==> src/hw/soc_pkg.sv <==
package soc_pkg;

  ////////////////////////////////////////////////////////////////////////////
  // Bus types
  ////////////////////////////////////////////////////////////////////////////

  typedef logic [31:0] bus_addr_t;  // Byte address.
  typedef logic [31:0] bus_data_t;
  typedef logic [3:0]  bus_be_t;
  typedef logic [7:0]  gpi_t;
  typedef logic [15:0] gpo_t;
  typedef logic [63:0] mtime_t;

  typedef enum logic [1:0] {
    Ram,
    Gpio,
    Timer,
    NoDev  // Unmapped address.
  } bus_device_e;

  ////////////////////////////////////////////////////////////////////////////
  // Address map
  ////////////////////////////////////////////////////////////////////////////

  localparam bus_addr_t   RamStart     = 32'h0010_0000;
  localparam int unsigned RamSizeBytes = 16 * 1024;
  localparam bus_addr_t   RamMask      = ~bus_addr_t'(RamSizeBytes - 1);
  localparam int unsigned RamWords     = RamSizeBytes / 4;
  localparam int unsigned RamIdxWidth  = $clog2(RamWords);

  localparam bus_addr_t GpioStart = 32'h8000_0000;
  localparam bus_addr_t GpioMask  = ~bus_addr_t'(4 * 1024 - 1);

  localparam bus_addr_t TimerStart = 32'h8000_2000;
  localparam bus_addr_t TimerMask  = ~bus_addr_t'(4 * 1024 - 1);

  // Register offsets within a 4 KiB device window.
  localparam int unsigned DevOffsWidth = 12;

  localparam logic [DevOffsWidth-1:0] GpioOutOffs = 12'h000;
  localparam logic [DevOffsWidth-1:0] GpioInOffs  = 12'h004;

  localparam logic [DevOffsWidth-1:0] MtimeLoOffs    = 12'h000;
  localparam logic [DevOffsWidth-1:0] MtimeHiOffs    = 12'h004;
  localparam logic [DevOffsWidth-1:0] MtimecmpLoOffs = 12'h008;
  localparam logic [DevOffsWidth-1:0] MtimecmpHiOffs = 12'h00C;

endpackage

==> src/hw/gpio_regs.sv <==
module gpio_regs import soc_pkg::*; (
  input  logic      clk_sys_i,
  input  logic      rst_sys_ni,

  input  logic      req_i,
  input  logic      we_i,
  input  bus_addr_t addr_i,
  input  bus_be_t   be_i,
  input  bus_data_t wdata_i,

  output logic      rvalid_o,
  output bus_data_t rdata_o,

  input  gpi_t      gp_i,
  output gpo_t      gp_o
);

  logic [DevOffsWidth-1:0] reg_offs;
  logic                    out_we;
  gpi_t                    gp_sync1_q;
  gpi_t                    gp_sync2_q;

  assign reg_offs = {addr_i[DevOffsWidth-1:2], 2'b00};  // Word aligned.
  assign out_we   = req_i & we_i & (reg_offs == GpioOutOffs);

  always_ff @(posedge clk_sys_i or negedge rst_sys_ni) begin
    if (!rst_sys_ni) begin
      gp_o       <= '0;
      gp_sync1_q <= '0;
      gp_sync2_q <= '0;
      rvalid_o   <= 1'b0;
    end else begin
      if (out_we && be_i[0]) gp_o[7:0]  <= wdata_i[7:0];
      if (out_we && be_i[1]) gp_o[15:8] <= wdata_i[15:8];
      gp_sync1_q <= gp_i;  // Two-flop input sync.
      gp_sync2_q <= gp_sync1_q;
      rvalid_o   <= req_i;
    end
  end

  always_ff @(posedge clk_sys_i) begin
    if (req_i) begin
      case (reg_offs)
        GpioOutOffs: rdata_o <= bus_data_t'(gp_o);
        GpioInOffs:  rdata_o <= bus_data_t'(gp_sync2_q);
        default:     rdata_o <= '0;
      endcase
    end
  end

endmodule

==> config.mk <==
export PLATFORM = sky130hd
export DESIGN_NAME = gpio_regs
export DESIGN_NICKNAME = d
export VERILOG_FILES = /design/src/hw/soc_pkg.sv /design/src/hw/gpio_regs.sv
export SDC_FILE = /design/constraint.sdc
export NUM_CORES = 1
export LEC_CHECK = 0
export BUFFER_PORTS_ARGS = -buffer_cell sky130_fd_sc_hd__buf_4
export CAP_MARGIN = 10
export CORE_UTILIZATION = 41
export CTS_CLUSTER_DIAMETER = 100
export DETAILED_ROUTE_END_ITERATION = 6
export PLACE_DENSITY = 0.79
export SYNTH_ARGS = -nofsm -noshare
export SYNTH_HDL_FRONTEND = slang
export SYNTH_SLANG_ARGS = --single-unit
==> constraint.sdc <==
create_clock -name clk_sys_i -period 1 [get_ports clk_sys_i]
set_clock_uncertainty 0.05 [all_clocks]
set_input_delay 0.2 -clock clk_sys_i [delete_from_list [all_inputs] [get_ports clk_sys_i]]
set_output_delay 0.2 -clock clk_sys_i [all_outputs]
set_load 0.05 [all_outputs]
* Word-level counts from Yosys, hierarchy flattened
Cells that the tools add are included.
** Operators by class
- Equal/unequal tests :: 1
- Mux-type cells :: 1
- Bitwise operators :: 2
- Reductions and logical operators :: 3
** Operator list (number)
- $pmux W16 S2 :: 1
- $logic_not A12 Y1 :: 1
- $eq A10 B1 Y1 const B :: 1
- $and A1 B1 Y1 :: 2
- $logic_and A1 B1 Y1 :: 2
** Word-level totals
- Bits in registers :: 65
- Bits of input ports :: 80
- Word-level logic and storage cells :: 13

* Logic depth before layout (Yosys ltp)
- Word-level depth :: 3
- Depth in mapped cells :: 4
- Gate-level depth less buffers :: 3

* Worst setup path before layout
Ideal clock, no wire load.
- Kind :: input to register
- Start :: input port addr_i[2]
- End :: register gp_o[0]
- Arrival :: 1155 ps
- Required time :: 825 ps
- Path slack :: -330 ps
- Stages on the path :: 4
- Path buffers :: 1
- Path through :: buf_6 and4bb_2 nand4_4 mux2_2
** On the way
- Longest elaborated chain between the ends :: 3
** Ends and longest elaborated chain
- from (decl) :: RTL line gpio_regs.sv:7 : input bus_addr_t addr_i,
- $logic_not A12 Y1 :: RTL line gpio_regs.sv:24 : assign out_we = req_i & we_i & (reg_offs == GpioOutOffs);
- $and A1 B1 Y1 :: RTL line gpio_regs.sv:24
- $logic_and A1 B1 Y1 :: RTL line gpio_regs.sv:33 : if (out_we && be_i[0]) gp_o[7:0] <= wdata_i[7:0];
- to (signal assigned) :: RTL line gpio_regs.sv:33
- to (decl) :: RTL line gpio_regs.sv:15 : output gpo_t gp_o
No other way between the ends.
A chain may end at the register's enable or synchronous reset.

* Worst setup path in the final report
- Start :: input port addr_i[11]
- End :: register gp_o[6]
Same word-level chain as after synthesis.

==> reports/results.ini <==
[routing]
drt.antenna.violating_nets=0
routed_via_density=4.61
dr.pass1.iters=4
wl_um=4220
wl_per_cell_um=15.3
vias=1267
drt_iter0_drc=52
remaining_drc_errors=0

[timing]
worst_slack_ps=-146
fin_crit_ps=1150
setup_viol=63
finalCritPeriodShare_pct=115
hold_viol_final=0
rsz0062_at_grt=yes
worst_hold_slack_ps=79.8
fmax_mhz=873
slew_violations=0

[floorplan]
die_w_um=70.0
die_h_um=70.0
dieArea_sq_um=4900
ioPinCount=129
start_util_pct=43.0
std_cell_rows=24
core_sq_um=4410

[worst_hold_path]
min-delay-start=wdata_i[1]
hold_class=in2reg
holdPathStages=2
hold_path_end=gp_o[1]

[logic_synthesis]
yosys_warnings=0
ys_top_cells_by_area=dfrtp_1 44%, edfxtp_1 25%, mux2_2 9.5%, buf_4 6.3%, mux2i_1 4.2%
seq_area_frac_synth_pct=68.9
syn_area_sq_um=1900
synth-seq-cells=49
synth_top_area_share_pct=43.5
syn_inst=115
synth.distinct_cells=14
syn_avg_cell_area_sq_um=16.5
synth_area_leader_cell=dfrtp_1

[cts]
cts_made_buffers=5
clk_latency_ps=290
clk_pin_slew_ps=90
clockBufferDepth=2
cts_tree=yes
h-tree-depth=2
cts_num_sinks=49
cts_root_buf=clkbuf_8

[power_and_ir_drop]
power_density_nw_per_um2=1300
leakagePower_nw=1.46
finalPower_mw=3.84
max-vdd-ir-drop_uv=614

[critical_path]
cp-end-kind=flop
r2r_slack_ps=-60
reg2reg_to=rdata_o[2]
worstPathCellList=buf_6 -> nor4_4 -> buf_4 -> nand4_4 -> mux2_4
cp.depth=5
cp_max_fo=8
critical_path_class=in2reg
startpoint_type=input pin
r2r_cells=3
cp_data_arrival_time_ps=1280
r2r_start=gp_o[2]
slowest_stage=mux2_4
cp_top_family=simple AND/OR/NAND/NOR gates
path_buf_inv=2
max_stage_delay_ps=360
required_ps=1140

[layout]
drive_gt1_share_pct=56.5
fillCellCount=287
instances_no_fill=275
area_delta_synth_final_pct=55.5
n_antenna_cell=0
final_nets=302
utilization_pct=66.8

[global_routing]
grtUsageTotal_pct=17.9
antenna_found_initial=0
grt_overflow=0
grt_pass1_wl_um=6580
grt_pass1_vias=1264
grt_max_degree=34

[run_status]
status=finished with violations
violations=negative setup slack

[flow_run]
cap_violations=0

[placement]
placed_cells_incl_taps=243
io_buffers=72
place_congestion=0.777

## worst reg2reg max path, cell delays in order, from the launching register on
cell     delay [ps]
dfrtp_1         420
buf_6           130
mux2i_1         150
nor2_1           70
## state kept, by name, summed over array words and instances, names as in the netlist
| register | cells |
|---|---|
| gp_o | 16 |
| gp_sync1_q | 8 |
| gp_sync2_q | 8 |
| rdata_o | 16 |
| rvalid_o | 1 |
## cells by family after synthesis
family | share of synthesized area (%)
simple gates | 10.3
flops | 68.9
mux | 13.7
other cells | 0.198
buf+inv | 6.93
## cell type report
type	count	area, sq um	share of cell area, %
sequential	49	1310	44.3
clock inverter	3	22.5	0.763
clock buffer	5	68.8	2.33
multi-input combinational	64	538	18.2
timing repair buffer	102	950	32.2
tap	52	65.1	2.21
## per-layer routing
metal | routed length (um) | track usage, % | vias up | part of all wire (%)
met3 | 238 | 4.76 | 12 | 5.6
met2 | 2150 | 30.2 | 60 | 51
li1 | - | - | 585 | -
met4 | 119 | 7.11 | 0 | 2.8
met5 | 0 | 0 | - | 0
met1 | 1710 | 21.9 | 610 | 41
## synth_stat cells
| cell type | number |
|---|---|
| and2_1 | 8 |
| and3_1 | 1 |
| and4bb_2 | 1 |
| buf_4 | 16 |
| buf_6 | 1 |
| conb_1 | 1 |
| dfrtp_1 | 33 |
| edfxtp_1 | 16 |
| mux2_2 | 16 |
| mux2i_1 | 8 |
| nand3b_1 | 1 |
| nand4_4 | 2 |
| nor2_1 | 9 |
| nor4_4 | 2 |
## placed cells by master (no fill, tap or decap), drive strengths merged
cell type / n
clkbuf: 5
clkinv: 3
edfxtp: 16
nor4: 2
buf: 93
mux2: 16
dfrtp: 33
and3: 1
and4bb: 1
mux2i: 8
nand4: 2
nand3b: 1
nor2: 9
dlygate4sd3: 9
conb: 16
and2: 8
## per-stage QoR
stage | setup TNS, ps | setup slack, ps | cell area (sq um)
final | -5780 | -146 | 2950
after global routing | -7740 | -178 | 2950
after CTS | -5530 | -142 | 2900
after detailed placement | -12910 | -465 | 2470
after global placement | -12310 | -447 | 2470
after floorplan | -7840 | -295 | 1950
## report_power, final
group / switching (mW) / internal [mW]
clock: 0.623 / 0.496
combinational: 0.352 / 0.217
sequential: 0.0270 / 2.13
## how the worst max path moves through the flow
stage,start,endpoint
floorplan,addr_i[2],gp_o[0]
global placement,addr_i[11],gp_o[3]
detailed placement,addr_i[11],gp_o[2]
CTS,addr_i[7],gp_o[6]
global route,addr_i[7],gp_o[6]
finish,addr_i[11],gp_o[6]
## repair_timing
action	CTS	global route
pin swaps	8	4
cloned	0	0
setup buffers	14	2
hold buffers	9	0
hold endpoints to repair	41	0
setup endpoints to repair	58	65
gates resized for setup	39	10
Note: power is estimated with default switching activity, not from simulation.
