`config.mk`:
```
export PLATFORM = sky130hd
export DESIGN_NAME = machine_timer
export DESIGN_NICKNAME = d
export VERILOG_FILES = /design/src/hw/soc_pkg.sv /design/src/hw/machine_timer.sv
export SDC_FILE = /design/constraint.sdc
export NUM_CORES = 1
export LEC_CHECK = 0
export BUFFER_PORTS_ARGS = -buffer_cell sky130_fd_sc_hd__buf_2
export CAP_MARGIN = 20
export CORE_UTILIZATION = 45
export CTS_BUF_LIST = sky130_fd_sc_hd__clkbuf_8
export CTS_CLUSTER_SIZE = 16
export DETAILED_ROUTE_END_ITERATION = 6
export HOLD_SLACK_MARGIN = 0.03
export PLACE_DENSITY = 0.67
export SYNTH_ARGS = -nofsm -noshare
export SYNTH_HDL_FRONTEND = slang
export SYNTH_SLANG_ARGS = --single-unit
```
`constraint.sdc`:
```
create_clock -name clk_sys_i -period 2.24 [get_ports clk_sys_i]
set_input_delay 0.112 -clock clk_sys_i [delete_from_list [all_inputs] [get_ports clk_sys_i]]
set_output_delay 0.112 -clock clk_sys_i [all_outputs]
set_load 0.01 [all_outputs]
```
`src/hw/soc_pkg.sv`:
```
package soc_pkg;

  ////////////////////////////////////////////////////////////////////////////
  // Bus types
  ////////////////////////////////////////////////////////////////////////////

  typedef logic [31:0] bus_addr_t;  // Byte address.
  typedef logic [31:0] bus_data_t;
  typedef logic [3:0]  bus_be_t;
  typedef logic [7:0]  gpi_t;
  typedef logic [15:0] gpo_t;
  typedef logic [63:0] mtime_t;

  typedef enum logic [1:0] {
    Ram,
    Gpio,
    Timer,
    NoDev  // Unmapped address.
  } bus_device_e;

  ////////////////////////////////////////////////////////////////////////////
  // Address map
  ////////////////////////////////////////////////////////////////////////////

  localparam bus_addr_t   RamStart     = 32'h0010_0000;
  localparam int unsigned RamSizeBytes = 16 * 1024;
  localparam bus_addr_t   RamMask      = ~bus_addr_t'(RamSizeBytes - 1);
  localparam int unsigned RamWords     = RamSizeBytes / 4;
  localparam int unsigned RamIdxWidth  = $clog2(RamWords);

  localparam bus_addr_t GpioStart = 32'h8000_0000;
  localparam bus_addr_t GpioMask  = ~bus_addr_t'(4 * 1024 - 1);

  localparam bus_addr_t TimerStart = 32'h8000_2000;
  localparam bus_addr_t TimerMask  = ~bus_addr_t'(4 * 1024 - 1);

  // Register offsets within a 4 KiB device window.
  localparam int unsigned DevOffsWidth = 12;

  localparam logic [DevOffsWidth-1:0] GpioOutOffs = 12'h000;
  localparam logic [DevOffsWidth-1:0] GpioInOffs  = 12'h004;

  localparam logic [DevOffsWidth-1:0] MtimeLoOffs    = 12'h000;
  localparam logic [DevOffsWidth-1:0] MtimeHiOffs    = 12'h004;
  localparam logic [DevOffsWidth-1:0] MtimecmpLoOffs = 12'h008;
  localparam logic [DevOffsWidth-1:0] MtimecmpHiOffs = 12'h00C;

endpackage

```
`src/hw/machine_timer.sv`:
```
module machine_timer import soc_pkg::*; (
  input  logic      clk_sys_i,
  input  logic      rst_sys_ni,

  input  logic      req_i,
  input  logic      we_i,
  input  bus_addr_t addr_i,
  input  bus_be_t   be_i,
  input  bus_data_t wdata_i,

  output logic      rvalid_o,
  output bus_data_t rdata_o,
  output logic      err_o,

  output logic      timer_irq_o
);

  logic [DevOffsWidth-1:0] reg_offs;
  logic                    bad_offs;
  logic                    cmp_lo_we;
  logic                    cmp_hi_we;
  mtime_t                  mtime_q;
  mtime_t                  mtimecmp_q;

  assign reg_offs  = {addr_i[DevOffsWidth-1:2], 2'b00};
  assign bad_offs  = reg_offs > MtimecmpHiOffs;  // 0x10 and up.
  assign cmp_lo_we = req_i & we_i & (reg_offs == MtimecmpLoOffs);
  assign cmp_hi_we = req_i & we_i & (reg_offs == MtimecmpHiOffs);

  ////////////////////////////////////////////////////////////////////////////
  // Counter, compare and interrupt
  ////////////////////////////////////////////////////////////////////////////

  always_ff @(posedge clk_sys_i or negedge rst_sys_ni) begin
    if (!rst_sys_ni) begin
      mtime_q <= '0;
    end else begin
      mtime_q <= mtime_q + 64'd1;
    end
  end

  // Each half takes its own byte enables.
  always_ff @(posedge clk_sys_i or negedge rst_sys_ni) begin
    if (!rst_sys_ni) begin
      mtimecmp_q <= '1;
    end else begin
      for (int unsigned i = 0; i < 4; i++) begin
        if (cmp_lo_we && be_i[i]) begin
          mtimecmp_q[8*i +: 8] <= wdata_i[8*i +: 8];
        end
        if (cmp_hi_we && be_i[i]) begin
          mtimecmp_q[32+8*i +: 8] <= wdata_i[8*i +: 8];
        end
      end
    end
  end

  always_ff @(posedge clk_sys_i or negedge rst_sys_ni) begin
    if (!rst_sys_ni) begin
      timer_irq_o <= 1'b0;
    end else begin
      timer_irq_o <= mtime_q >= mtimecmp_q;
    end
  end

  ////////////////////////////////////////////////////////////////////////////
  // Bus response
  ////////////////////////////////////////////////////////////////////////////

  always_ff @(posedge clk_sys_i or negedge rst_sys_ni) begin
    if (!rst_sys_ni) begin
      rvalid_o <= 1'b0;
      err_o    <= 1'b0;
    end else begin
      rvalid_o <= req_i;
      err_o    <= req_i & bad_offs;
    end
  end

  always_ff @(posedge clk_sys_i) begin
    if (req_i) begin
      case (reg_offs)
        MtimeLoOffs:    rdata_o <= mtime_q[31:0];
        MtimeHiOffs:    rdata_o <= mtime_q[63:32];
        MtimecmpLoOffs: rdata_o <= mtimecmp_q[31:0];
        MtimecmpHiOffs: rdata_o <= mtimecmp_q[63:32];
        default:        rdata_o <= '0;
      endcase
    end
  end

endmodule

```
Yosys cells after proc, flatten, opt, wreduce, memory -nomap -nowiden
Index checks and enable logic that the tools add are counted.

word-level totals
  flip-flop bits (word level) = 163
  output and inout port bits = 35
  word-level logic and storage cells = 33

operators by class
  equal/unequal tests = 3
  add/sub/neg operators = 1
  magnitude comparators = 2
  reductions and logical operators = 9
  bitwise logic cells = 4
  muxes and demuxes = 1

operator list
  kind                   number
  $pmux 32 s4            1
  $add 64x1->64 const B  1
  $ge 64x64->1           1
  $eq 10x2->1 const B    2
  $gt 12x4->1 const B    1
  $logic_not 12->1       1
  $eq 10x1->1 const B    1
  $logic_and 1x1->1      8
  $and 1x1->1            4

Logic depth before layout (Yosys ltp)
Gate-level depths: netlist of the first run.

  depth after elaboration = 3
  gate-level depth with buffers = 8
  gate-level depth less buffers = 8

Worst setup path before layout of the first run
OpenSTA, ideal clock, no wires.

  kind = register -> register
  from = reg mtimecmp_q[14]
  to = reg timer_irq_o
  required time = 2108 ps
  cell stages (with the launch flop) = 9
  library setup time = 132 ps
  setup slack = 128 ps
  data arrival time = 1979 ps
  path buffers = 0
  path through = dfstp_2 -> inv_1 -> ha_1 -> a21oi_1 -> nand2_1 -> a221o_1 -> o31a_1 -> nor4_1 -> o21ai_0

between the ends
  word-level cells in the longest chain between the ends = 1

RTL lines
  item                             line                 source
  start, declared                  machine_timer.sv:23  mtime_t mtimecmp_q;
  start signal, assigned by index  machine_timer.sv:49  mtimecmp_q[8*i +: 8] <= wdata_i[8*i +: 8];
  start signal, assigned by index  machine_timer.sv:52  mtimecmp_q[32+8*i +: 8] <= wdata_i[8*i +: 8];
  $ge 64x64->1                     machine_timer.sv:62  timer_irq_o <= mtime_q >= mtimecmp_q;
  end signal, assigned             machine_timer.sv:62
  end, declared                    machine_timer.sv:15  output logic timer_irq_o

No other way between the ends.
A chain may end at the register's enable or synchronous reset.

Final worst setup path of the first run
Same ends and word-level chain as after synthesis.

==> flow_results.org, run 1 <==
** Floorplan
- The floorplan step defined a core boundary enclosing 0.0188 mm².
- Die extent in y :: roughly 140 µm
- The floorplan has 50 rows.
- The die covers 0.0199 mm².
- Count of boundary I/O pins :: 107
- Chip Width :: ~140 µm
- Initial standard-cell utilization of the core :: between 40% and 50%

** Synth
- Main combinational cell family by area after synthesis :: simple AND/OR/NAND/NOR gates
- Summing the areas of all and, or, nand and nor instances in the mapped netlist gives 14.4% of the synthesized area.
- Sequential-to-total area share from yosys stat :: 49.6%
- Ys Warns :: 0
- Post-synthesis average cell area :: 11.2 µm²
- By count the netlist is led by sky130_fd_sc_hd__inv_1, sky130_fd_sc_hd__nand2_1, sky130_fd_sc_hd__dfrtp_1, sky130_fd_sc_hd__ha_1, sky130_fd_sc_hd__dfstp_2.
- Most frequent cell after synthesis :: sky130_fd_sc_hd__inv_1
- Synth Instances :: between 700 and 800
- Of the total synthesized cell area, the portion taken by XOR and XNOR cells is 6.24%.
- When the netlist entered floorplanning its net count stood at a little over 900.
- The mapped netlist covers 0.00870 mm².
- Ranked by total cell area, the synthesized netlist is headed by sky130_fd_sc_hd__dfstp_2, sky130_fd_sc_hd__dfrtp_1, sky130_fd_sc_hd__edfxtp_1.
- Top-area cell type share of the netlist area :: 19.3%
- Among all flip-flop cells after synthesis, the most frequent one is sky130_fd_sc_hd__dfrtp_1.
- Library cell with the largest summed area after synthesis :: sky130_fd_sc_hd__dfstp_2
- In this run, synthesis inferred 32 flip-flops with an integrated enable.
- The synthesized netlist devotes under 10% of its cell area to adder and majority cells.
- Count of different cell masters after synthesis :: 53
- Number of storage elements in the synthesis netlist :: 163
- Proportion of register bits with asynchronous set or reset after synthesis :: 80.4%
- Post-synthesis mux area share :: 4.49%
- Share of the synthesized area in compound gates (AO/OA/AOI/OAI) :: 11.5%

** Drt
- Residual antenna-violating net count after detailed routing :: 0
- Total detailed-routing wirelength :: about 21 mm
- Via count :: about 6,400
- The first detailed-routing pass ran for 5 iterations.
- In this run, the number of DRC markers left after iteration 0 of detailed routing was between 400 and 500.
- Routed vias/inst :: 5.30
- For this run, design rule violations remaining after detail routing come to 0.
- WL/cell :: 17.3 µm

** Cells and area
- 0 antenna diodes ended up in the layout.
- Across the whole layout, storage elements account for 0.00432 mm².
- Final instance area :: 0.0107 mm²
- Layout filler cell count :: 1,657
- At the end of the flow, the number of nets in the layout was 1,080.
- Fraction of final layout cells sized beyond drive strength 1 :: roughly a third
- Multi-input combinational cell area :: 0.00416 mm²
- Layout area overhead :: 22.8%

** Clock network
- CTS Root Buffer Type :: sky130_fd_sc_hd__clkbuf_8
- The H-tree was split into 4 levels.
- The clock reaches the later pin of the worst-skew pair after 460 ps.
- TritonCTS built the clock tree.
- The clock passes through at most 2 buffers.
- After clock tree synthesis, the clock-pin slew on the worst setup and hold paths is 90 ps.
- TritonCTS created 17 clock buffers.
- Sinks on the clock net :: 163

** Status
- The flow ran to the end, and the final reports show no timing, DRC or antenna violations.

** Power
- Power Internal :: 0.00430 W
- Reg power frac :: roughly 55%
- In this run switching power makes up 22.7% of total power.
- For this design the total switching power over the nets is 0.00126 W.
- Leakage :: 5.05 nW
- Power density over cell area :: 520 mW/mm²
- Power share of the combinational group :: 4.6%
- Clock network fraction of total power :: 40.3%
- Max VDD drop :: approximately 340 µV

** Min path
- In this run the worst hold path is classified as input port to flip-flop.

** Placed design
- Dpl cell area :: 0.00978 mm²
- Routability cong. :: 0.875
- Detailed placement finished with a half-perimeter wire length of 15.1 mm.
- PortBufs :: 84

** Global route
- Remaining Overflow, GRT :: 0
- Total global routing track utilization :: 22.2%
- The number of antenna violations at the first check in global routing was 0.
- The via count of the first global-routing pass came to around 6,400.
- The first global-routing pass estimated 34.0 mm of wire.
- Maximum number of pins on one net before global-route repair :: between 40 and 50

** STA
- Final setup fails :: 0
- For the final routed database, the setup TNS stands at 0 ps.
- Part of the cycle the worst path needs :: 96.9%
- Max-slew violation count :: 0
- The worst pin sits at a relative slew slack of 55.9%.
- For the pin with the worst max-slew slack, the measured transition is 662 ps.
- Number of endpoints with negative hold slack in the final report :: 0
- Worst Skew :: 8.29 ps
- Derived from the worst setup path, the maximum achievable clock frequency is around 460 MHz.
- For the finished layout, the period the worst path requires is 2170 ps.

** Setup path
- Type of element launching the critical path :: flip-flop
- Series of cell instances along the critical path :: inv_1, ha_4, nand4_1, buf_4, nor4_4, a21boi_1, o31a_1, nor4_1, o21ai_1
- Crit. End Element :: flip-flop
- Worst-path maximum fanout :: 3
- Crit path required time :: about 2600 ps
- Data arrives at the worst endpoint at ~2600 ps.
- Start-to-end type of the worst setup path :: flip-flop to flip-flop
- Worst path bufs/invs :: 2
- Among cell families on the critical path, the largest total delay comes from flip-flops.
- Maximum single-stage delay on the critical path :: 540 ps
- For this design, the slowest cell found on the critical path is sky130_fd_sc_hd__dfstp_2.

** Job
- Max-cap violations in this run came to 0.
-- power groups by stage --
stage | clock network (W) | registers, W | logic, W
5_1_grt | 0.00237 | 0.00306 | 0.000282
3_3_place_gp | 0 | 0.00312 | 0.000210
6_report | 0.00224 | 0.00306 | 0.000255
3_5_place_dp | 0 | 0.00312 | 0.000211
4_1_cts | 0.00227 | 0.00306 | 0.000257
2_1_floorplan | 0 | 0.00313 | 0.0000355
-- final cells by class --
cell class / count / share of cell area [%]
well taps: 260 / 3.05
multi-input cells: 519 / 38.9
clock inverters: 10 / 0.984
repair buffers: 169 / 11.2
inverters: 73 / 2.57
clock buffers: 22 / 2.83
flip-flops and latches: 163 / 40.4
-- through the flow --
stage	util (%)	hold WS, ps	std cells	power [W]	worst slack, ps
2_1_floorplan	-	-184	776	0.00316	128
3_3_place_gp	51.9	187	1148	0.00333	13.5
3_5_place_dp	51.9	188	1148	0.00333	-20.6
4_1_cts	55.9	50.6	1214	0.00559	76.4
5_1_grt	56.7	80.4	1216	0.00572	-3.86
6_report	56.7	63.5	1216	0.00556	70.3
-- routing by layer --
| layer | vias to the layer above | GRT usage, % | routed length [µm] |
|---|---|---|---|
| met1 | 3118 | 31.6 | 10200 |
| met5 | - | 0 | 0 |
| met3 | 25 | 3.29 | 772 |
| li1 | 3139 | - | - |
| met2 | 159 | 34.5 | 9630 |
| met4 | 0 | 8.30 | 411 |
-- cells in the final DEF (no fill, tap or decap), types with 4 or more instances in the layout --
cell	instances
sky130_fd_sc_hd__clkbuf_8	22
sky130_fd_sc_hd__nor2_8	4
sky130_fd_sc_hd__buf_2	83
sky130_fd_sc_hd__mux2_4	8
sky130_fd_sc_hd__dfrtp_1	67
sky130_fd_sc_hd__dlygate4sd3_1	34
sky130_fd_sc_hd__nand3_1	32
sky130_fd_sc_hd__a22oi_1	32
sky130_fd_sc_hd__dfstp_2	64
sky130_fd_sc_hd__nand4_1	28
sky130_fd_sc_hd__o21ai_0	36
sky130_fd_sc_hd__xnor2_1	42
sky130_fd_sc_hd__ha_4	9
sky130_fd_sc_hd__nand2_1	69
sky130_fd_sc_hd__buf_12	4
sky130_fd_sc_hd__edfxtp_1	32
sky130_fd_sc_hd__nor2_1	23
sky130_fd_sc_hd__clkinv_2	5
sky130_fd_sc_hd__nor2_4	5
sky130_fd_sc_hd__nor3_1	5
sky130_fd_sc_hd__o221ai_1	32
sky130_fd_sc_hd__inv_1	73
sky130_fd_sc_hd__and4_1	6
sky130_fd_sc_hd__buf_4	48
sky130_fd_sc_hd__xor2_1	20
sky130_fd_sc_hd__a21oi_1	23
sky130_fd_sc_hd__mux2_2	22
sky130_fd_sc_hd__ha_1	56
sky130_fd_sc_hd__a21o_1	12
sky130_fd_sc_hd__and3_1	6
-- worst min-delay path: cells and delay by family --
| kind | cells | cell delay, ps |
|---|---|---|
| and+or+nand+nor | 3 | 290 |
| buffers and inverters | 1 | 80 |
-- cell families (layout without fill, tap and decap cells) --
group / count (synthesis) / after routing
AOI/OAI and AO/OA: 149 / 149
xor gates and xnor gates: 62 / 62
adders and majority gates: 65 / 65
buffers and inverters: 94 / 274
DFF: 163 / 163
muxes: 32 / 32
and+or+nand+nor: 211 / 211
-- flip-flops by register name (all words and copies together) (netlist names) --
register,flops
err_o,1
rvalid_o,1
timer_irq_o,1
mtime_q,64
mtimecmp_q,64
rdata_o,32
-- what timing repair did --
item | 4_1_cts | 5_1_grt
gates resized for setup | 2 | 17
hold buffers | 34 | 0
endpoints found under the hold margin | 93 | 0
pin swaps | 1 | 10
setup endpoints to repair | 1 | 1
setup buffers | 0 | 2
-- path summary, 6_finish.rpt --
path                                 from              to  slack (ps)  cells past startpoint
max                        mtimecmp_q[14]     timer_irq_o          70                      9
min                             addr_i[7]           err_o          60                      4
max reg2reg                mtimecmp_q[14]     timer_irq_o          70                      9
min reg2reg                   mtime_q[63]     mtime_q[63]         520                      1
max in group asynchronous      rst_sys_ni  mtimecmp_q[31]        1270                      3
min in group asynchronous      rst_sys_ni      mtime_q[5]         230                      2
(Power assumes the default switching activity.)
==> run 2: changes to the inputs <==
--- a/config.mk
+++ b/config.mk
@@ -11,7 +11,7 @@
 export CTS_BUF_LIST = sky130_fd_sc_hd__clkbuf_8
 export CTS_CLUSTER_SIZE = 16
 export DETAILED_ROUTE_END_ITERATION = 6
-export HOLD_SLACK_MARGIN = 0.03
+export HOLD_SLACK_MARGIN = 0.08
 export PLACE_DENSITY = 0.67
 export SYNTH_ARGS = -nofsm -noshare
 export SYNTH_HDL_FRONTEND = slang
==> run 2 against run 1 <==
Sequential power is essentially flat. Fmax shrank 0.55%. Die area is the same. Clock skew is essentially flat. Non-clock buffer count grew 2. Critical endpoint unchanged. Critical path type unchanged. Clock-buffer cell count is the same.
==> flow_results.org, run 2 (synthesis gave the netlist of run 1 again) <==
** Cells and area
- The non-filler instance count after layout came to 1,218 (+0.16%).
- Diode insertion count for antenna repair :: 0 (unchanged)
- Total Nets Final :: 1,082 (+0.19%)
- Post-layout utilization of the core :: 56.8% (+0.11 points)
- Most common cell after layout, fill and taps aside :: sky130_fd_sc_hd__buf_2
- The number of filler cells placed in the layout was 1,657 (unchanged).
- The proportion of layout cells with a drive suffix above 1 came to 31.6% (-0.066 points).
- The area growth from synthesis to layout is 23.0%.
- In the final layout, the registers with the most flip-flops are mtime_q (64), mtimecmp_q (64), rdata_o (32).
- Most frequent cells in the layout :: sky130_fd_sc_hd__buf_2, sky130_fd_sc_hd__inv_1, sky130_fd_sc_hd__nand2_1

** Setup path
- Start-to-end type of the worst setup path :: flip-flop to flip-flop
- STA classifies the critical path endpoint as a flip-flop.
- Crit path required time :: 2630 ps (about the same)
- Worst-path maximum fanout :: 3 (unchanged)
- The endpoint arrival time on the critical path came to 2580 ps (+20 ps).
- The worst setup path is launched from a flip-flop.

** Drt
- Routed vias/inst :: 5.31 (+0.32%)
- The DRC violation count after routing came to 0 (unchanged).
- Residual antenna-violating net count after detailed routing :: 0 (unchanged)
- Total detailed-routing wirelength :: 21.0 mm (about the same)
- The number of iterations in the first detailed-routing pass was 5 (unchanged).
- The DRC marker count from the first detailed-route iteration was 491 (+18%).
- The detail-routed net length per standard cell was 17.3 µm (about the same).
- The via count of the routed design is 6,472 (+0.48%).

** Clock network
- Sinks on the clock net :: 163 (unchanged)
- Clock tree from TritonCTS :: built
- CTS Root Buffer Type :: sky130_fd_sc_hd__clkbuf_8
- The total clock buffers created by CTS is 17 (unchanged).
- The clock-pin slew on the worst setup and hold paths is 90 ps (about the same).
- The maximum clock path buffer count was 2 (unchanged).
- The count of H-tree levels built during CTS was 4 (unchanged).
- The clock insertion delay at the later pin of the skew report came to 460 ps (about the same).

** Placed design
- PortBufs :: 84 (unchanged)
- The number of cells after detailed placement came to 1,148 (unchanged).
- DPL Wire Length :: 15.1 mm (unchanged)
- The final weighted congestion in routability-driven placement was 0.875 (unchanged).

** Global route
- Total global routing track utilization :: 22.3% (+0.022 points)
- The number of antenna violations at the first check in global routing came to 0 (unchanged).
- Maximum number of pins on one net before global-route repair :: 48 (unchanged)
- The via count of the first global-routing pass was 6,421 (+0.16%).
- The global-route wire length before repair is 34.1 mm (+0.12%).
- Remaining Overflow, GRT :: 0 (unchanged)

** STA
- The clock tree skew after final layout was 8.29 ps (+0.00480 ps).
- Max-slew violation count :: 0 (unchanged)
- Worst slew margin relative to its limit :: 55.6% (-0.32 points)
- The number of setup violations in the final report is 0 (unchanged).
- The maximum achievable frequency came to 458 MHz (-0.55%).
- Tmin final :: 2180 ps (+12.0 ps)
- The post-route fraction of the period consumed by the critical path came to 97.4% (+0.54 points).
- Number of endpoints with negative hold slack in the final report :: 0 (unchanged)
- Slew of the pin with the lowest slew margin :: 666 ps (+4.83 ps)

** Power
- Max VDD drop :: 337 µV (about the same)
- The leakage power came to 5.06 nW (+0.22%).
- The power density over the cells was 519 mW/mm² (-0.19%).

** Floorplan
- Chip Width :: 141 µm (unchanged)
- Core area :: 0.0188 mm² (unchanged)
- Count of boundary I/O pins :: 107 (unchanged)
- The starting density of the core came to 46.2% (unchanged).
- Die extent in y :: 141 µm (unchanged)
- Die area :: 0.0199 mm² (unchanged)
- Standard-cell rows :: 50 (unchanged)

** Job
- The number of max-cap violations is 0 (unchanged).

** Status
- Run status :: completed

** Min path
- The min-delay analysis places its worst path in the category input port to asynchronous set/reset pin.
-- run 2: cell count changes in the layout (fill, tap and decap cells not counted) --
cell	before	now
sky130_fd_sc_hd__dlygate4sd3_1	34	36
-- run 2: final timing paths --
kind	cells past startpoint	slack [ps]	start	end
max in group asynchronous	3	1270	rst_sys_ni	mtimecmp_q[31]
max reg2reg	9	60	mtimecmp_q[14]	timer_irq_o
min	2	230	rst_sys_ni	mtime_q[5]
min in group clk_sys_i	5	250	be_i[2]	mtimecmp_q[48]
max	9	60	mtimecmp_q[14]	timer_irq_o
min reg2reg	1	520	mtime_q[63]	mtime_q[63]
-- run 2: critical path, cell delays in order, from the launching register on --
cell                       delay, ps
sky130_fd_sc_hd__dfstp_2         540
sky130_fd_sc_hd__inv_1            80
sky130_fd_sc_hd__ha_4            290
sky130_fd_sc_hd__nand4_1         160
sky130_fd_sc_hd__buf_4           190
sky130_fd_sc_hd__nor4_4          290
sky130_fd_sc_hd__a21boi_1        230
sky130_fd_sc_hd__o31a_1          160
sky130_fd_sc_hd__nor4_1           50
sky130_fd_sc_hd__o21ai_1         130
-- run 2: cell type report --
cell class                      count  area (µm²)  area share, %
Clock buffer                       22         303           2.83
Clock inverter                     10         105          0.982
Inverter                           73         274           2.56
Multi-Input combinational cell    519        4160           38.9
Sequential cell                   163        4320           40.4
Tap cell                          260         325           3.04
Timing Repair Buffer              171        1220           11.4
-- run 2: through the flow --
step / cell area [µm²] / hold WS (ps) / setup WS [ps] / total power (W) / TNS, ps
finish: 10700 / 230 / 58.3 / 0.00556 / 0
global route: 10700 / 270 / -3.86 / 0.00572 / -3.86
CTS: 10500 / 233 / 76.4 / 0.00559 / 0
detailed placement: 9780 / 188 / -20.6 / 0.00333 / -20.6
global placement: 9780 / 187 / 13.5 / 0.00333 / 0
floorplan: 8700 / -184 / 128 / 0.00316 / 0
-- run 2: routing by layer --
metal | track usage, % | part of all wire, % | vias up
met5 | 0 | 0 | -
met4 | 8.30 | 2.0 | 0
met3 | 3.29 | 4.0 | 26
met2 | 34.5 | 46 | 176
met1 | 31.6 | 48 | 3126
li1 | - | - | 3144
-- run 2: where the power goes --
part	switching, W	internal [W]	leakage, nW	total [W]
Clock	0.00111	0.00113	0.216	0.00224
Combinational	0.000142	0.000115	2.92	0.000257
Sequential	0.00000623	0.00305	1.92	0.00306
-- run 2: timing repair --
item	in CTS	in global routing
pin swaps	1	10
setup buffers	0	2
resized for setup	2	17
hold buffers	36	0
endpoints found under the hold margin	108	0
setup endpoints to repair	1	1
