`config.mk`:
```
export PLATFORM = sky130hd
export DESIGN_NAME = bus_decoder
export DESIGN_NICKNAME = d
export VERILOG_FILES = /design/src/hw/soc_pkg.sv /design/src/hw/bus_decoder.sv
export SDC_FILE = /design/constraint.sdc
export NUM_CORES = 1
export LEC_CHECK = 0
export BUFFER_PORTS_ARGS = -buffer_cell sky130_fd_sc_hd__buf_4
export CORE_MARGIN = 5
export CORE_UTILIZATION = 26
export DETAILED_ROUTE_END_ITERATION = 8
export PLACE_DENSITY_LB_ADDON = 0.15
export RECOVER_POWER = 100
export SETUP_SLACK_MARGIN = 0.2
export SLEW_MARGIN = 5
export SYNTH_ARGS = -nofsm -noshare
export SYNTH_HDL_FRONTEND = slang
export SYNTH_SLANG_ARGS = --single-unit
```
`constraint.sdc`:
```
create_clock -name clk_sys_i -period 1.8 [get_ports clk_sys_i]
set_clock_uncertainty 0.15 [all_clocks]
set_input_delay 0 -clock clk_sys_i [delete_from_list [all_inputs] [get_ports clk_sys_i]]
set_output_delay 0 -clock clk_sys_i [all_outputs]
set_load 0.005 [all_outputs]
```
`src/hw/soc_pkg.sv`:
```
package soc_pkg;

  ////////////////////////////////////////////////////////////////////////////
  // Bus types
  ////////////////////////////////////////////////////////////////////////////

  typedef logic [31:0] bus_addr_t;  // Byte address.
  typedef logic [31:0] bus_data_t;
  typedef logic [3:0]  bus_be_t;
  typedef logic [7:0]  gpi_t;
  typedef logic [15:0] gpo_t;
  typedef logic [63:0] mtime_t;

  typedef enum logic [1:0] {
    Ram,
    Gpio,
    Timer,
    NoDev  // Unmapped address.
  } bus_device_e;

  ////////////////////////////////////////////////////////////////////////////
  // Address map
  ////////////////////////////////////////////////////////////////////////////

  localparam bus_addr_t   RamStart     = 32'h0010_0000;
  localparam int unsigned RamSizeBytes = 16 * 1024;
  localparam bus_addr_t   RamMask      = ~bus_addr_t'(RamSizeBytes - 1);
  localparam int unsigned RamWords     = RamSizeBytes / 4;
  localparam int unsigned RamIdxWidth  = $clog2(RamWords);

  localparam bus_addr_t GpioStart = 32'h8000_0000;
  localparam bus_addr_t GpioMask  = ~bus_addr_t'(4 * 1024 - 1);

  localparam bus_addr_t TimerStart = 32'h8000_2000;
  localparam bus_addr_t TimerMask  = ~bus_addr_t'(4 * 1024 - 1);

  // Register offsets within a 4 KiB device window.
  localparam int unsigned DevOffsWidth = 12;

  localparam logic [DevOffsWidth-1:0] GpioOutOffs = 12'h000;
  localparam logic [DevOffsWidth-1:0] GpioInOffs  = 12'h004;

  localparam logic [DevOffsWidth-1:0] MtimeLoOffs    = 12'h000;
  localparam logic [DevOffsWidth-1:0] MtimeHiOffs    = 12'h004;
  localparam logic [DevOffsWidth-1:0] MtimecmpLoOffs = 12'h008;
  localparam logic [DevOffsWidth-1:0] MtimecmpHiOffs = 12'h00C;

endpackage

```
`src/hw/bus_decoder.sv`:
```
module bus_decoder import soc_pkg::*; (
  input  logic      clk_sys_i,
  input  logic      rst_sys_ni,

  input  logic      bus_req_i,
  input  bus_addr_t bus_addr_i,

  output logic      ram_req_o,
  output logic      gpio_req_o,
  output logic      timer_req_o,

  input  logic      ram_rvalid_i,
  input  bus_data_t ram_rdata_i,
  input  logic      gpio_rvalid_i,
  input  bus_data_t gpio_rdata_i,
  input  logic      timer_rvalid_i,
  input  bus_data_t timer_rdata_i,
  input  logic      timer_err_i,

  output logic      bus_rvalid_o,
  output bus_data_t bus_rdata_o,
  output logic      bus_err_o
);

  bus_device_e dev_sel;
  bus_device_e dev_sel_q;
  logic        pending_q;  // A response is due this cycle.

  always_comb begin
    if ((bus_addr_i & RamMask) == RamStart) begin
      dev_sel = Ram;
    end else if ((bus_addr_i & GpioMask) == GpioStart) begin
      dev_sel = Gpio;
    end else if ((bus_addr_i & TimerMask) == TimerStart) begin
      dev_sel = Timer;
    end else begin
      dev_sel = NoDev;
    end
  end

  assign ram_req_o   = bus_req_i & (dev_sel == Ram);
  assign gpio_req_o  = bus_req_i & (dev_sel == Gpio);
  assign timer_req_o = bus_req_i & (dev_sel == Timer);

  always_ff @(posedge clk_sys_i or negedge rst_sys_ni) begin
    if (!rst_sys_ni) begin
      pending_q <= 1'b0;
      dev_sel_q <= NoDev;
    end else begin
      pending_q <= bus_req_i;
      if (bus_req_i) begin
        dev_sel_q <= dev_sel;
      end
    end
  end

  ////////////////////////////////////////////////////////////////////////////
  // Response mux
  ////////////////////////////////////////////////////////////////////////////

  always_comb begin
    bus_rvalid_o = 1'b0;
    bus_rdata_o  = '0;
    bus_err_o    = 1'b0;
    case (dev_sel_q)
      Ram: begin
        bus_rvalid_o = ram_rvalid_i;
        bus_rdata_o  = ram_rdata_i;
      end
      Gpio: begin
        bus_rvalid_o = gpio_rvalid_i;
        bus_rdata_o  = gpio_rdata_i;
      end
      Timer: begin
        bus_rvalid_o = timer_rvalid_i;
        bus_rdata_o  = timer_rdata_i;
        bus_err_o    = timer_err_i;
      end
      default: begin
        bus_rvalid_o = pending_q;  // Error response, data stays zero.
        bus_err_o    = pending_q;
      end
    endcase
  end

  property p_rvalid_from_sel(logic rvalid, bus_device_e dev);
    @(posedge clk_sys_i) disable iff (!rst_sys_ni)
      rvalid |-> pending_q && (dev_sel_q == dev);
  endproperty

  a_ram_rvalid:   assert property (p_rvalid_from_sel(ram_rvalid_i, Ram));
  a_gpio_rvalid:  assert property (p_rvalid_from_sel(gpio_rvalid_i, Gpio));
  a_timer_rvalid: assert property (p_rvalid_from_sel(timer_rvalid_i, Timer));

endmodule

```
# Word-level counts from Yosys, hierarchy flattened
# Cells that the tools add are included.
[word_totals]
out_inout_bits = 37
reg_bits = 3
[classes]
muxes = 6
n_reduce_logical = 3
eq_ne = 7
bitwise = 3
[op_table]
columns = ["cell", "n"]
rows = [
  ["$pmux 32 s3", 1],
  ["$eq 20x20->1 const B", 2],
  ["$eq 18x7->1 const B", 1],
  ["$eq 2x1->1 const B", 2],
  ["$eq 2x2->1 const B", 2],
  ["$logic_not 2->1", 2],
  ["$mux 2", 2],
  ["$and 1x1->1", 3],
  ["$pmux 1 s3", 1],
  ["$pmux 1 s2", 1],
  ["$reduce_or 2->1", 1],
  ["$mux 1", 1],
]

# Longest topological paths before layout
# Gate-level depths: netlist of run 1.
[depth]
ltp_word = 6
mapped_depth = 6

# Worst setup path after synthesis of run 1
# OpenSTA, ideal clock, no wires.
[synth_timing]
kind = "reg-to-output"
startpoint = "reg dev_sel_q[1]"
endpoint = "out bus_rdata_o[16]"
t_arrival_ns = 1.195
required_time_ns = 1.650
setup_slack_ns = 0.455
n_path_buf = 3
path_stages_with_launch = 7
cell_sequence = "dfstp_2 -> buf_2 -> nor2b_1 -> buf_2 -> buf_2 -> nand2_1 -> o21ai_1"
[synth_via]
elab_chain_len = 2
word_cells_on_any_way = 4
cone_classes = "2 x eq/ne; 1 x mux; 1 x reduce/logical"
[synth_lines]
columns = ["element", "line_no", "text"]
rows = [
  ["start: declaration", "bus_decoder.sv:26", "bus_device_e dev_sel_q;"],
  ["start signal: assignment", "bus_decoder.sv:48", "dev_sel_q <= NoDev;"],
  ["start signal: assignment", "bus_decoder.sv:52", "dev_sel_q <= dev_sel;"],
  ["$eq 2x2->1, or another cell as far along", "bus_decoder.sv:65", "case (dev_sel_q)"],
  ["$pmux 32 s3 *", "bus_decoder.sv:65", ""],
  ["end: declaration", "bus_decoder.sv:21", "output bus_data_t bus_rdata_o,"],
]
# Every way passes the cells marked *; elsewhere a longest branch is shown, timed or not.

# Worst setup path after layout of run 1
[layout_timing]
startpoint = "reg dev_sel_q[0]"
endpoint = "out bus_rdata_o[13]"
# The elaborated chain is that of the path after synthesis.

==> results of run 1 <==
state kept, by name, indices dropped and copies added, names as in the netlist:
register and cells:
pending_q 1, dev_sel_q 2
cells in the final DEF, fill, tap and decap left out, drive strengths merged:
cell type    instances
buf                156
mux2i               33
nand2               33
o21ai               32
clkbuf              17
nor2                 3
dlygate4sd3          3
nor2b                3
nor3                 3
a31oi                2
o32a                 2
dfstp                2
nor4                 2
nand3                2
mux4                 1
nor4b                1
nand4                1
inv                  1
dfrtp                1
cell type report:
class / instances / area share
clock buffers: 4 / 0.0114
inverters: 1 / 0.00163
multi-input cells: 118 / 0.350
flip-flops and latches: 3 / 0.0337
well taps: 46 / 0.0250
repair buffers: 172 / 0.578
logic make-up after synthesis:
family / after synthesis / synth area share
flops: 3 / 0.0832
buf+inv: 13 / 0.0752
compound gates: 36 / 0.207
mux: 34 / 0.379
simple gates: 48 / 0.256
worst min-delay path: stages:
cell,delay (ns)
buf_4,0.08
nor4_2,0.04
nand2_1,0.07
o32a_1,0.15
where the power goes:
group / switching [mW] / internal (mW) / leakage (nW)
Combinational: 0.0602 / 0.194 / 1.30
Sequential: 0.000567 / 0.0692 / 0.0327
Clock: 0.0348 / 0.0831 / 0.0150
routing by layer:
layer	global-route usage	share of wire	vias to the layer above	wire length, um
met4	0.0319	0.0074	0	36
met3	0.0689	0.13	4	625
li1	-	-	809	-
met5	0	0	-	0
met2	0.328	0.49	104	2410
met1	0.198	0.37	707	1820
repair_timing:
| action | 4_1_cts | 5_1_grt |
|---|---|---|
| resized for setup | 7 | 6 |
| setup buffers | 4 | 1 |
| setup endpoints to repair | 33 | 36 |
| hold endpoints to repair | 6 | 0 |
| hold buffers | 3 | 0 |
through the flow:
step | area, um2 | util | setup slack (ns) | std cells | hold slack (ns)
global route | 2300 | 0.674 | 0.0313 | 344 | 0.0208
finish | 2300 | 0.674 | 0.100 | 344 | 0.000956
CTS | 2300 | 0.672 | 0.0930 | 343 | -0.00715
floorplan | 932 | - | 0.455 | 134 | -0.446
global placement | 2170 | 0.635 | 0.158 | 332 | -0.362
detailed placement | 2170 | 0.635 | 0.174 | 332 | -0.359
worst paths after layout:
path	startpoint	end	slack [ns]	cells past startpoint
worst max-delay path	dev_sel_q[0]	bus_rdata_o[13]	0.10	5
worst min-delay path	bus_addr_i[26]	dev_sel_q[1]	0.001	4
worst max register to register	dev_sel_q[0]	dev_sel_q[0]	0.61	2
worst min register to register	dev_sel_q[1]	dev_sel_q[1]	0.57	2
max in group asynchronous	rst_sys_ni	pending_q	0.86	3
min in group asynchronous	rst_sys_ni	dev_sel_q[1]	0.14	2
==> results.md, run 1 <==
* Ys async rst share at 1.00
* DP HPWL at 4.03 mm
* Leakage at 1.35 nW
* Final hold vios at 0
* Final Cycle Share at 0.944
* Maxcap violations at 0
* First-pass GRT wire length at 7.35 mm
* Multi-input logic area at 806 um2
* Setup crit end kind: primary output
* Maximum clock insertion buffer count at 2
* Starting Density at 0.273
* Post-synth cell types at 22
* Clock Pin Slew Worst Setup and Hold Paths at 0.04 ns
* Cells after Synth at 134
* Dominant synthesized flop cell: dfstp_2
* Synthesis-stage register bit count at 3
* Initial antenna violation count at 0
* Chip width at 69.9 um
* Seq/Total Area, Yosys at 0.0832
* Buf/Inv on CP at 3
* Vias per std cell at 4.72
* Max FO, Critical Path at 6
* Routed Antenna Nets at 0
* Buffers on Ports at 159
* CP dominant cell by count: buf_4
* DRC Markers at 0
* RSZ-0062 raised after global routing: true
* FMAX at 588 MHz
* Core Area at 3420 um2
* Routed wire length at 4.89 mm
* Largest net degree at the start of global routing at 36
* First-iteration detailed-routing DRC count at 52
* Final Setup Violations at 0
* CTS tree: yes
* Fillers at 317
* Inserted Clock Buffers at 3
* WP data required at 1.65 ns
* Synth-to-Final Area Change at 147%
* Crit path cell chain: clkbuf_4 -> buf_4 -> mux2i_1 -> o21ai_0 -> buf_4
* Total Routing Usage GR at 0.180
* I/O pin count at 172
* Slew headroom at 0.786
* Post-synth EDFFs at 0
* Vias in the first global route at 1557
* RePlAce Congestion at 0.847
* Synth Warn # at 0
* Ant. Diodes at 0
* Worst Path Class, Setup: flop to primary output
* Row count at 21
* Setup TNS at 0 ns
* Worst path arrival time at 1.55 ns
* Startpoint Class: flop
* Max incr delay on CP at 0.63 ns
* Die area at 4880 um2
* Hold Crit Class: primary input to flop
* Total power at 441 uW
* Outcome: finished clean
* Top cells by area, synth: mux2i_1, nand2_1, o21ai_0
* Router iterations before antenna repair at 4
* H-tree Lvls at 1
* Avg Cell Area, Syn at 6.96 um2
* Synthesized Nets at 269
* Critical path's slowest cell: dfstp_2
* Register area at 77.6 um2
* Min Clock Period, post-route at 1.70 ns
* Power per cell area at 192 nW/um2
* Worst slew pin tran at 0.318 ns
* Mapped cell area at 932 um2
* CTS Sinks at 3
* Synth area leader: mux2i_1
* Clock Latency Late Sink at 0.23 ns
* Most frequent cells after synthesis: mux2i_1, nand2_1, o21ai_0
* Share of layout cells above drive strength 1 at 0.594
* Via count at 1624
* Grt ovf at 0
* Yosys top cell area share at 0.354
* Worst IR drop on VDD at 0.137 mV
* Final Net Count at 434
* CP delay by family, top: flip-flops
* Clk root buf: clkbuf_4
* Die Y at 69.9 um
* Final slew viol count at 0
* Per-cell routed wire length at 14.2 um
Power figures use the tool's default switching activity.
==> inputs of run 2 (changes only) <==
RECOVER_POWER = 50   (was 100)
SETUP_SLACK_MARGIN = default   (was 0.2)
clock period = 1.9 ns   (was 1.8 ns; I/O delays follow)
==> results.md, run 2 (same netlist as run 1, synthesis figures left out) <==
* I/O pin count at 172 (unchanged)
* Power per cell area at 187 nW/um2 (-2.6%)
* First-iteration detailed-routing DRC count at 57 (+9.6%)
* CTS Sinks at 3 (unchanged)
* Final design utilization at 0.650 (-0.0242)
* Routed Antenna Nets at 0 (unchanged)
* RSZ-0062 raised after global routing: false
* Chip width at 69.9 um (unchanged)
* Worst Path Class, Setup: flop to primary output
* Share of layout cells above drive strength 1 at 0.587 (-0.00693)
* Min Clock Period, post-route at 1.80 ns
* Die area at 4880 um2 (unchanged)
* Largest register FFs at 2 (unchanged)
* Final Cycle Share at 0.949
* Leakage at 1.31 nW (-2.8%)
* Via count at 1595 (-1.8%)
* Final Setup Violations at 0 (unchanged)
* Outcome: finished clean
* Final hold vios at 0 (unchanged)
* Hold Crit Class: primary input to flop
* Slew headroom at 0.778 (-0.00797)
* Commonest non-fill, non-tap cells in the layout: buf_4, mux2i_1, nand2_1, o21ai_0
* H-tree Lvls at 1 (unchanged)
* Starting Density at 0.273 (unchanged)
* Final design instance area without fill at 2220 um2 (-3.6%)
* DP HPWL at 4.04 mm (+0.39%)
* Area after DPL at 2170 um2 (unchanged)
* First-pass GRT wire length at 7.22 mm (-1.7%)
* Final Net Count at 429 (-1.2%)
* CTS tree: yes
* Row count at 21 (unchanged)
* Startpoint Class: flop
* Die Y at 69.9 um (unchanged)
* Total power at 415 uW (-6.1%)
* Vias per std cell at 4.71 (-0.34%)
* Clk root buf: clkbuf_4
* Maxcap violations at 0 (unchanged)
* Worst path arrival time at 1.65 ns (+0.10 ns)
* Total Routing Usage GR at 0.176 (-0.00320)
* Fillers at 333 (+5.0%)
* Commonest non-fill, non-tap cell in the layout: buf_4
* Setup TNS at 0 ns (unchanged)
* WP data required at 1.75 ns (+0.10 ns)
* Vias in the first global route at 1564 (+0.45%)
* Gr busiest metal: met2
* Setup crit end kind: primary output
* Ant. Diodes at 0 (unchanged)
* Grt ovf at 0 (unchanged)
* RePlAce Congestion at 0.847 (about the same)
* Per-cell routed wire length at 14.0 um (-1.6%)
* Largest net degree at the start of global routing at 36 (unchanged)
* DRC Markers at 0 (unchanged)
* FMAX at 554 MHz
* Clock Latency Late Sink at 0.23 ns (about the same)
* Max FO, Critical Path at 10 (+4)
* Final slew viol count at 0 (unchanged)
* Maximum clock insertion buffer count at 2 (unchanged)
* Met2 Usage GRT at 0.307 (-0.0210)
* Initial antenna violation count at 0 (unchanged)
* Worst IR drop on VDD at 0.139 mV (+2.1%)
* Buffers on Ports at 159 (unchanged)
* Worst slew pin tran at 0.332 ns (+0.0137 ns)
* M1 GR Usage at 0.205 (+0.00702)
* Core Area at 3420 um2 (unchanged)
* Synth-to-Final Area Change at 138%
* Met3 Track Usage GR at 0.0703 (+0.00143)
* Routed wire length at 4.74 mm (-3.0%)
* Top Registers: dev_sel_q x2, pending_q x1
* Inserted Clock Buffers at 3 (unchanged)
* Clock Pin Slew Worst Setup and Hold Paths at 0.04 ns (about the same)
* Router iterations before antenna repair at 4 (unchanged)
* Register with the most flip-flops: dev_sel_q
## run 2: path summary, 6_finish.rpt
check | slack [ns] | cells after the start | startpoint | end
worst max-delay path | 0.1 | 4 | dev_sel_q[0] | bus_rdata_o[15]
worst min-delay path | 0.01 | 4 | bus_addr_i[26] | dev_sel_q[1]
worst min register to register | 0.64 | 2 | dev_sel_q[1] | dev_sel_q[1]
max in group asynchronous | 0.96 | 3 | rst_sys_ni | pending_q
min in group asynchronous | 0.14 | 2 | rst_sys_ni | dev_sel_q[1]
worst max register to register | 0.59 | 2 | dev_sel_q[0] | dev_sel_q[0]
## run 2: layer usage
layer  share of wire  routed length, um
met5               0                  0
met4          0.0044                 21
met3            0.12                572
met2            0.49               2320
met1            0.39               1830
## run 2: worst max-delay path, cell delays in order (launching register included)
cell     delay (ns)
dfstp_2        0.68
buf_4          0.27
mux2i_1        0.20
o21ai_0        0.11
buf_4          0.16
## run 2: through the flow
step,setup WS (ns),std cells,hold slack [ns]
CTS,0.00514,339,0.00409
global route,0.00197,339,0.0439
finish,0.0964,339,0.0126
floorplan,0.555,134,-0.446
detailed placement,0.263,332,-0.359
global placement,0.265,332,-0.362
## run 2: area by class of cell
cell class	instances	area [um2]	share of cell area
Inverter	1	3.75	0.00169
Sequential cell	3	77.6	0.0349
Multi-Input combinational cell	118	792	0.357
Timing Repair Buffer	167	1260	0.569
Clock buffer	4	26.3	0.0118
Tap cell	46	57.6	0.0259
## run 2: where the power goes
part	switching, mW	internal, mW
logic	0.0551	0.182
clock network	0.0323	0.0787
registers	0.000498	0.0655
## run 2: repair_timing
action | in CTS | in global routing
endpoints found under the hold margin | 6 | 0
endpoints found under the setup margin | 0 | 22
gates resized for setup | 0 | 1
buffers inserted | 0 | 0
hold buffers | 3 | 0
==> inputs of run 3 (changes only) <==
CORE_UTILIZATION = 27   (was 26)
CTS_BUF_LIST = sky130_fd_sc_hd__clkbuf_4 sky130_fd_sc_hd__clkbuf_8   (was default)
GPL_TIMING_DRIVEN = 0   (was default)
==> results.md, run 3 (same netlist as run 1, synthesis figures left out) <==
* Share of layout cells above drive strength 1 at 0.575 (-0.0119)
* Router iterations before antenna repair at 4 (unchanged)
* Register with the most flip-flops: dev_sel_q
* I/O pin count at 172 (unchanged)
* Max incr delay on CP at 0.50 ns (-0.18 ns)
* Multi-input logic area at 785 um2 (-0.95%)
* Die area at 4730 um2 (-3.2%)
* DP Worst Slack at 0.265 ns (+0.00160 ns)
* Area after DPL at 2180 um2 (+0.63%)
* CTS Sinks at 3 (unchanged)
* Leakage at 1.35 nW (+3.5%)
* WP data required at 1.75 ns (about the same)
* Share of total power in the clock network at 0.292 (+0.024)
* Power per cell area at 194 nW/um2 (+3.7%)
* Outcome: finished clean
* Clock Latency Late Sink at 0.24 ns (about the same)
* Maximum clock insertion buffer count at 2 (unchanged)
* Largest net degree at the start of global routing at 11 (-69%)
* CTS tree: yes
* Worst Path Class, Setup: flop to primary output
* Chip width at 68.8 um (-1.6%)
* Final hold vios at 0 (unchanged)
* Final Net Count at 442 (+3.0%)
* NetSw at 96.5 uW (+9.8%)
* Worst path arrival time at 1.62 ns (-0.03 ns)
* Min Clock Period, post-route at 1.77 ns (-0.0287 ns)
* Setup crit end kind: primary output
* Hold_ws at 0.0152 ns (+0.00260 ns)
* Total Routing Usage GR at 0.188 (+0.0117)
* Starting Density at 0.279 (+0.00645)
* Die Y at 68.8 um (-1.6%)
* Core Area at 3340 um2 (-2.3%)
* RePlAce Congestion at 0.734 (-13%)
* Ant. Diodes at 0 (unchanged)
* PnR worst setup slack at 0.125 ns (+0.0287 ns)
* Final design utilization at 0.692 (+0.0420)
* Routed Antenna Nets at 0 (unchanged)
* Final Cycle Share at 0.934 (-0.0151)
* Setup TNS at 0 ns (unchanged)
* Commonest non-fill, non-tap cell in the layout: buf_4
* Switching power share of the total at 0.216 (+0.00386)
* Finished Layout Cells at 352 (+3.8%)
* CP dominant cell by count: buf_4
* Register area at 77.6 um2 (unchanged)
* DRC Markers at 0 (unchanged)
* Sequential share of power at 0.148 (-0.011)
* FMAX at 563 MHz (+1.6%)
* Cell depth of the worst hold path at 4 (unchanged)
* Maxcap violations at 0 (unchanged)
* Row count at 21 (unchanged)
* Vias per std cell at 4.64 (-1.3%)
* Slew headroom at 0.725 (-0.0531)
* Vias in the first global route at 1556 (-0.51%)
* First-pass GRT wire length at 6.77 mm (-6.3%)
* Comb pwr share at 0.561 (-0.012)
* Inserted Clock Buffers at 3 (unchanged)
* Hold Crit Class: primary input to flop
* First-iteration detailed-routing DRC count at 56 (-1.8%)
* Clock Pin Slew Worst Setup and Hold Paths at 0.04 ns (about the same)
* Clk root buf: clkbuf_4
* Via count at 1634 (+2.4%)
* Worst IR drop on VDD at 0.176 mV (+26%)
* Largest register FFs at 2 (unchanged)
* Int Pwr at 350 uW (+7.3%)
* R2R Path End: dev_sel_q[1]
* Crit path cell chain: buf_4 -> clkbuf_4 -> mux2i_1 -> o21ai_1 -> buf_4
* Hold Path Sink: dev_sel_q[0]
* Critical path's slowest cell: dfstp_2
* R2r worst-path depth at 2 (unchanged)
* Top Registers: dev_sel_q x2, pending_q x1
* RSZ-0062 raised after global routing: false
* Max FO, Critical Path at 10 (unchanged)
* Worst slew pin tran at 0.413 ns (+0.0805 ns)
* Routed wire length at 4.86 mm (+2.5%)
* Startpoint Class: flop
* Grt ovf at 0 (unchanged)
* Postcts setup bufs at 0 (unchanged)
* Final design instance area without fill at 2310 um2 (+4.0%)
* Initial antenna violation count at 0 (unchanged)
* Commonest non-fill, non-tap cells in the layout: buf_4, mux2i_1, nand2_1, o21ai_0
* Reg2reg setup slack at 0.54 ns (-0.05 ns)
* Final Setup Violations at 0 (unchanged)
* Buffers on Ports at 159 (unchanged)
* Worst reg2reg startpoint: dev_sel_q[1]
* Final slew viol count at 0 (unchanged)
* Hold_sp: bus_addr_i[14]
* DP HPWL at 3.94 mm (-2.7%)
* Per-cell routed wire length at 13.8 um (-1.3%)
* H-tree Lvls at 1 (unchanged)
* Synth-to-Final Area Change at 148%
* Fillers at 281 (-16%)
* Total power at 447 uW (+7.8%)
* Placed Cells at 339 (+2.1%)
==> run 3: cell types whose count changed in the layout (fill, tap and decap cells not counted), sizes merged <==
cell         before  now
buf             157  159
dlygate4sd3       3   10
clkbuf           11   15
==> run 3: worst max-delay path by stage <==
stage / from / endpoint / slack, ns / cells after the start
after floorplan: dev_sel_q[1] / bus_rdata_o[16] / 0.55 / 6
after global placement: dev_sel_q[1] / bus_rdata_o[14] / 0.28 / 7
after detailed placement: dev_sel_q[1] / bus_rdata_o[14] / 0.27 / 7
after CTS: dev_sel_q[1] / bus_rdata_o[14] / 0.007 / 7
after global routing: dev_sel_q[0] / bus_rdata_o[18] / 0.01 / 5
final: dev_sel_q[0] / bus_rdata_o[18] / 0.13 / 5
==> run 3: layout make-up <==
cell class | count | area share
repair buffers | 169 | 0.557
multi-input cells | 118 | 0.340
flip-flops and latches | 3 | 0.0336
plain buffers | 11 | 0.0298
well taps | 46 | 0.0249
clock buffers | 4 | 0.0130
inverters | 1 | 0.00163
==> run 3: repair_timing <==
action	in CTS	in global routing
setup endpoints to repair	0	30
hold buffers	10	0
gates resized for setup	0	6
hold endpoints to repair	6	0
==> run 3: power groups by stage <==
stage | clock (mW) | sequential, mW | combinational (mW)
2_1_floorplan | 0 | 0.0666 | 0.0334
3_3_place_gp | 0 | 0.0667 | 0.231
3_5_place_dp | 0 | 0.0667 | 0.235
4_1_cts | 0.136 | 0.0659 | 0.252
5_1_grt | 0.141 | 0.0659 | 0.271
6_report | 0.130 | 0.0659 | 0.251
==> run 3: metal layers <==
layer	share of wire	wire, um	vias to the layer above	track usage
li1	-	-	824	-
met1	0.30	1480	709	0.183
met2	0.53	2570	95	0.360
met3	0.16	768	6	0.0746
met4	0.0095	46	0	0.0584
met5	0	0	-	0
==> run 3: critical path, delay by kind of cell (launching register included) <==
family          cells  cell delay, ns
compound gates      1            0.08
buf+inv             3            0.59
flops               1            0.50
mux                 1            0.21
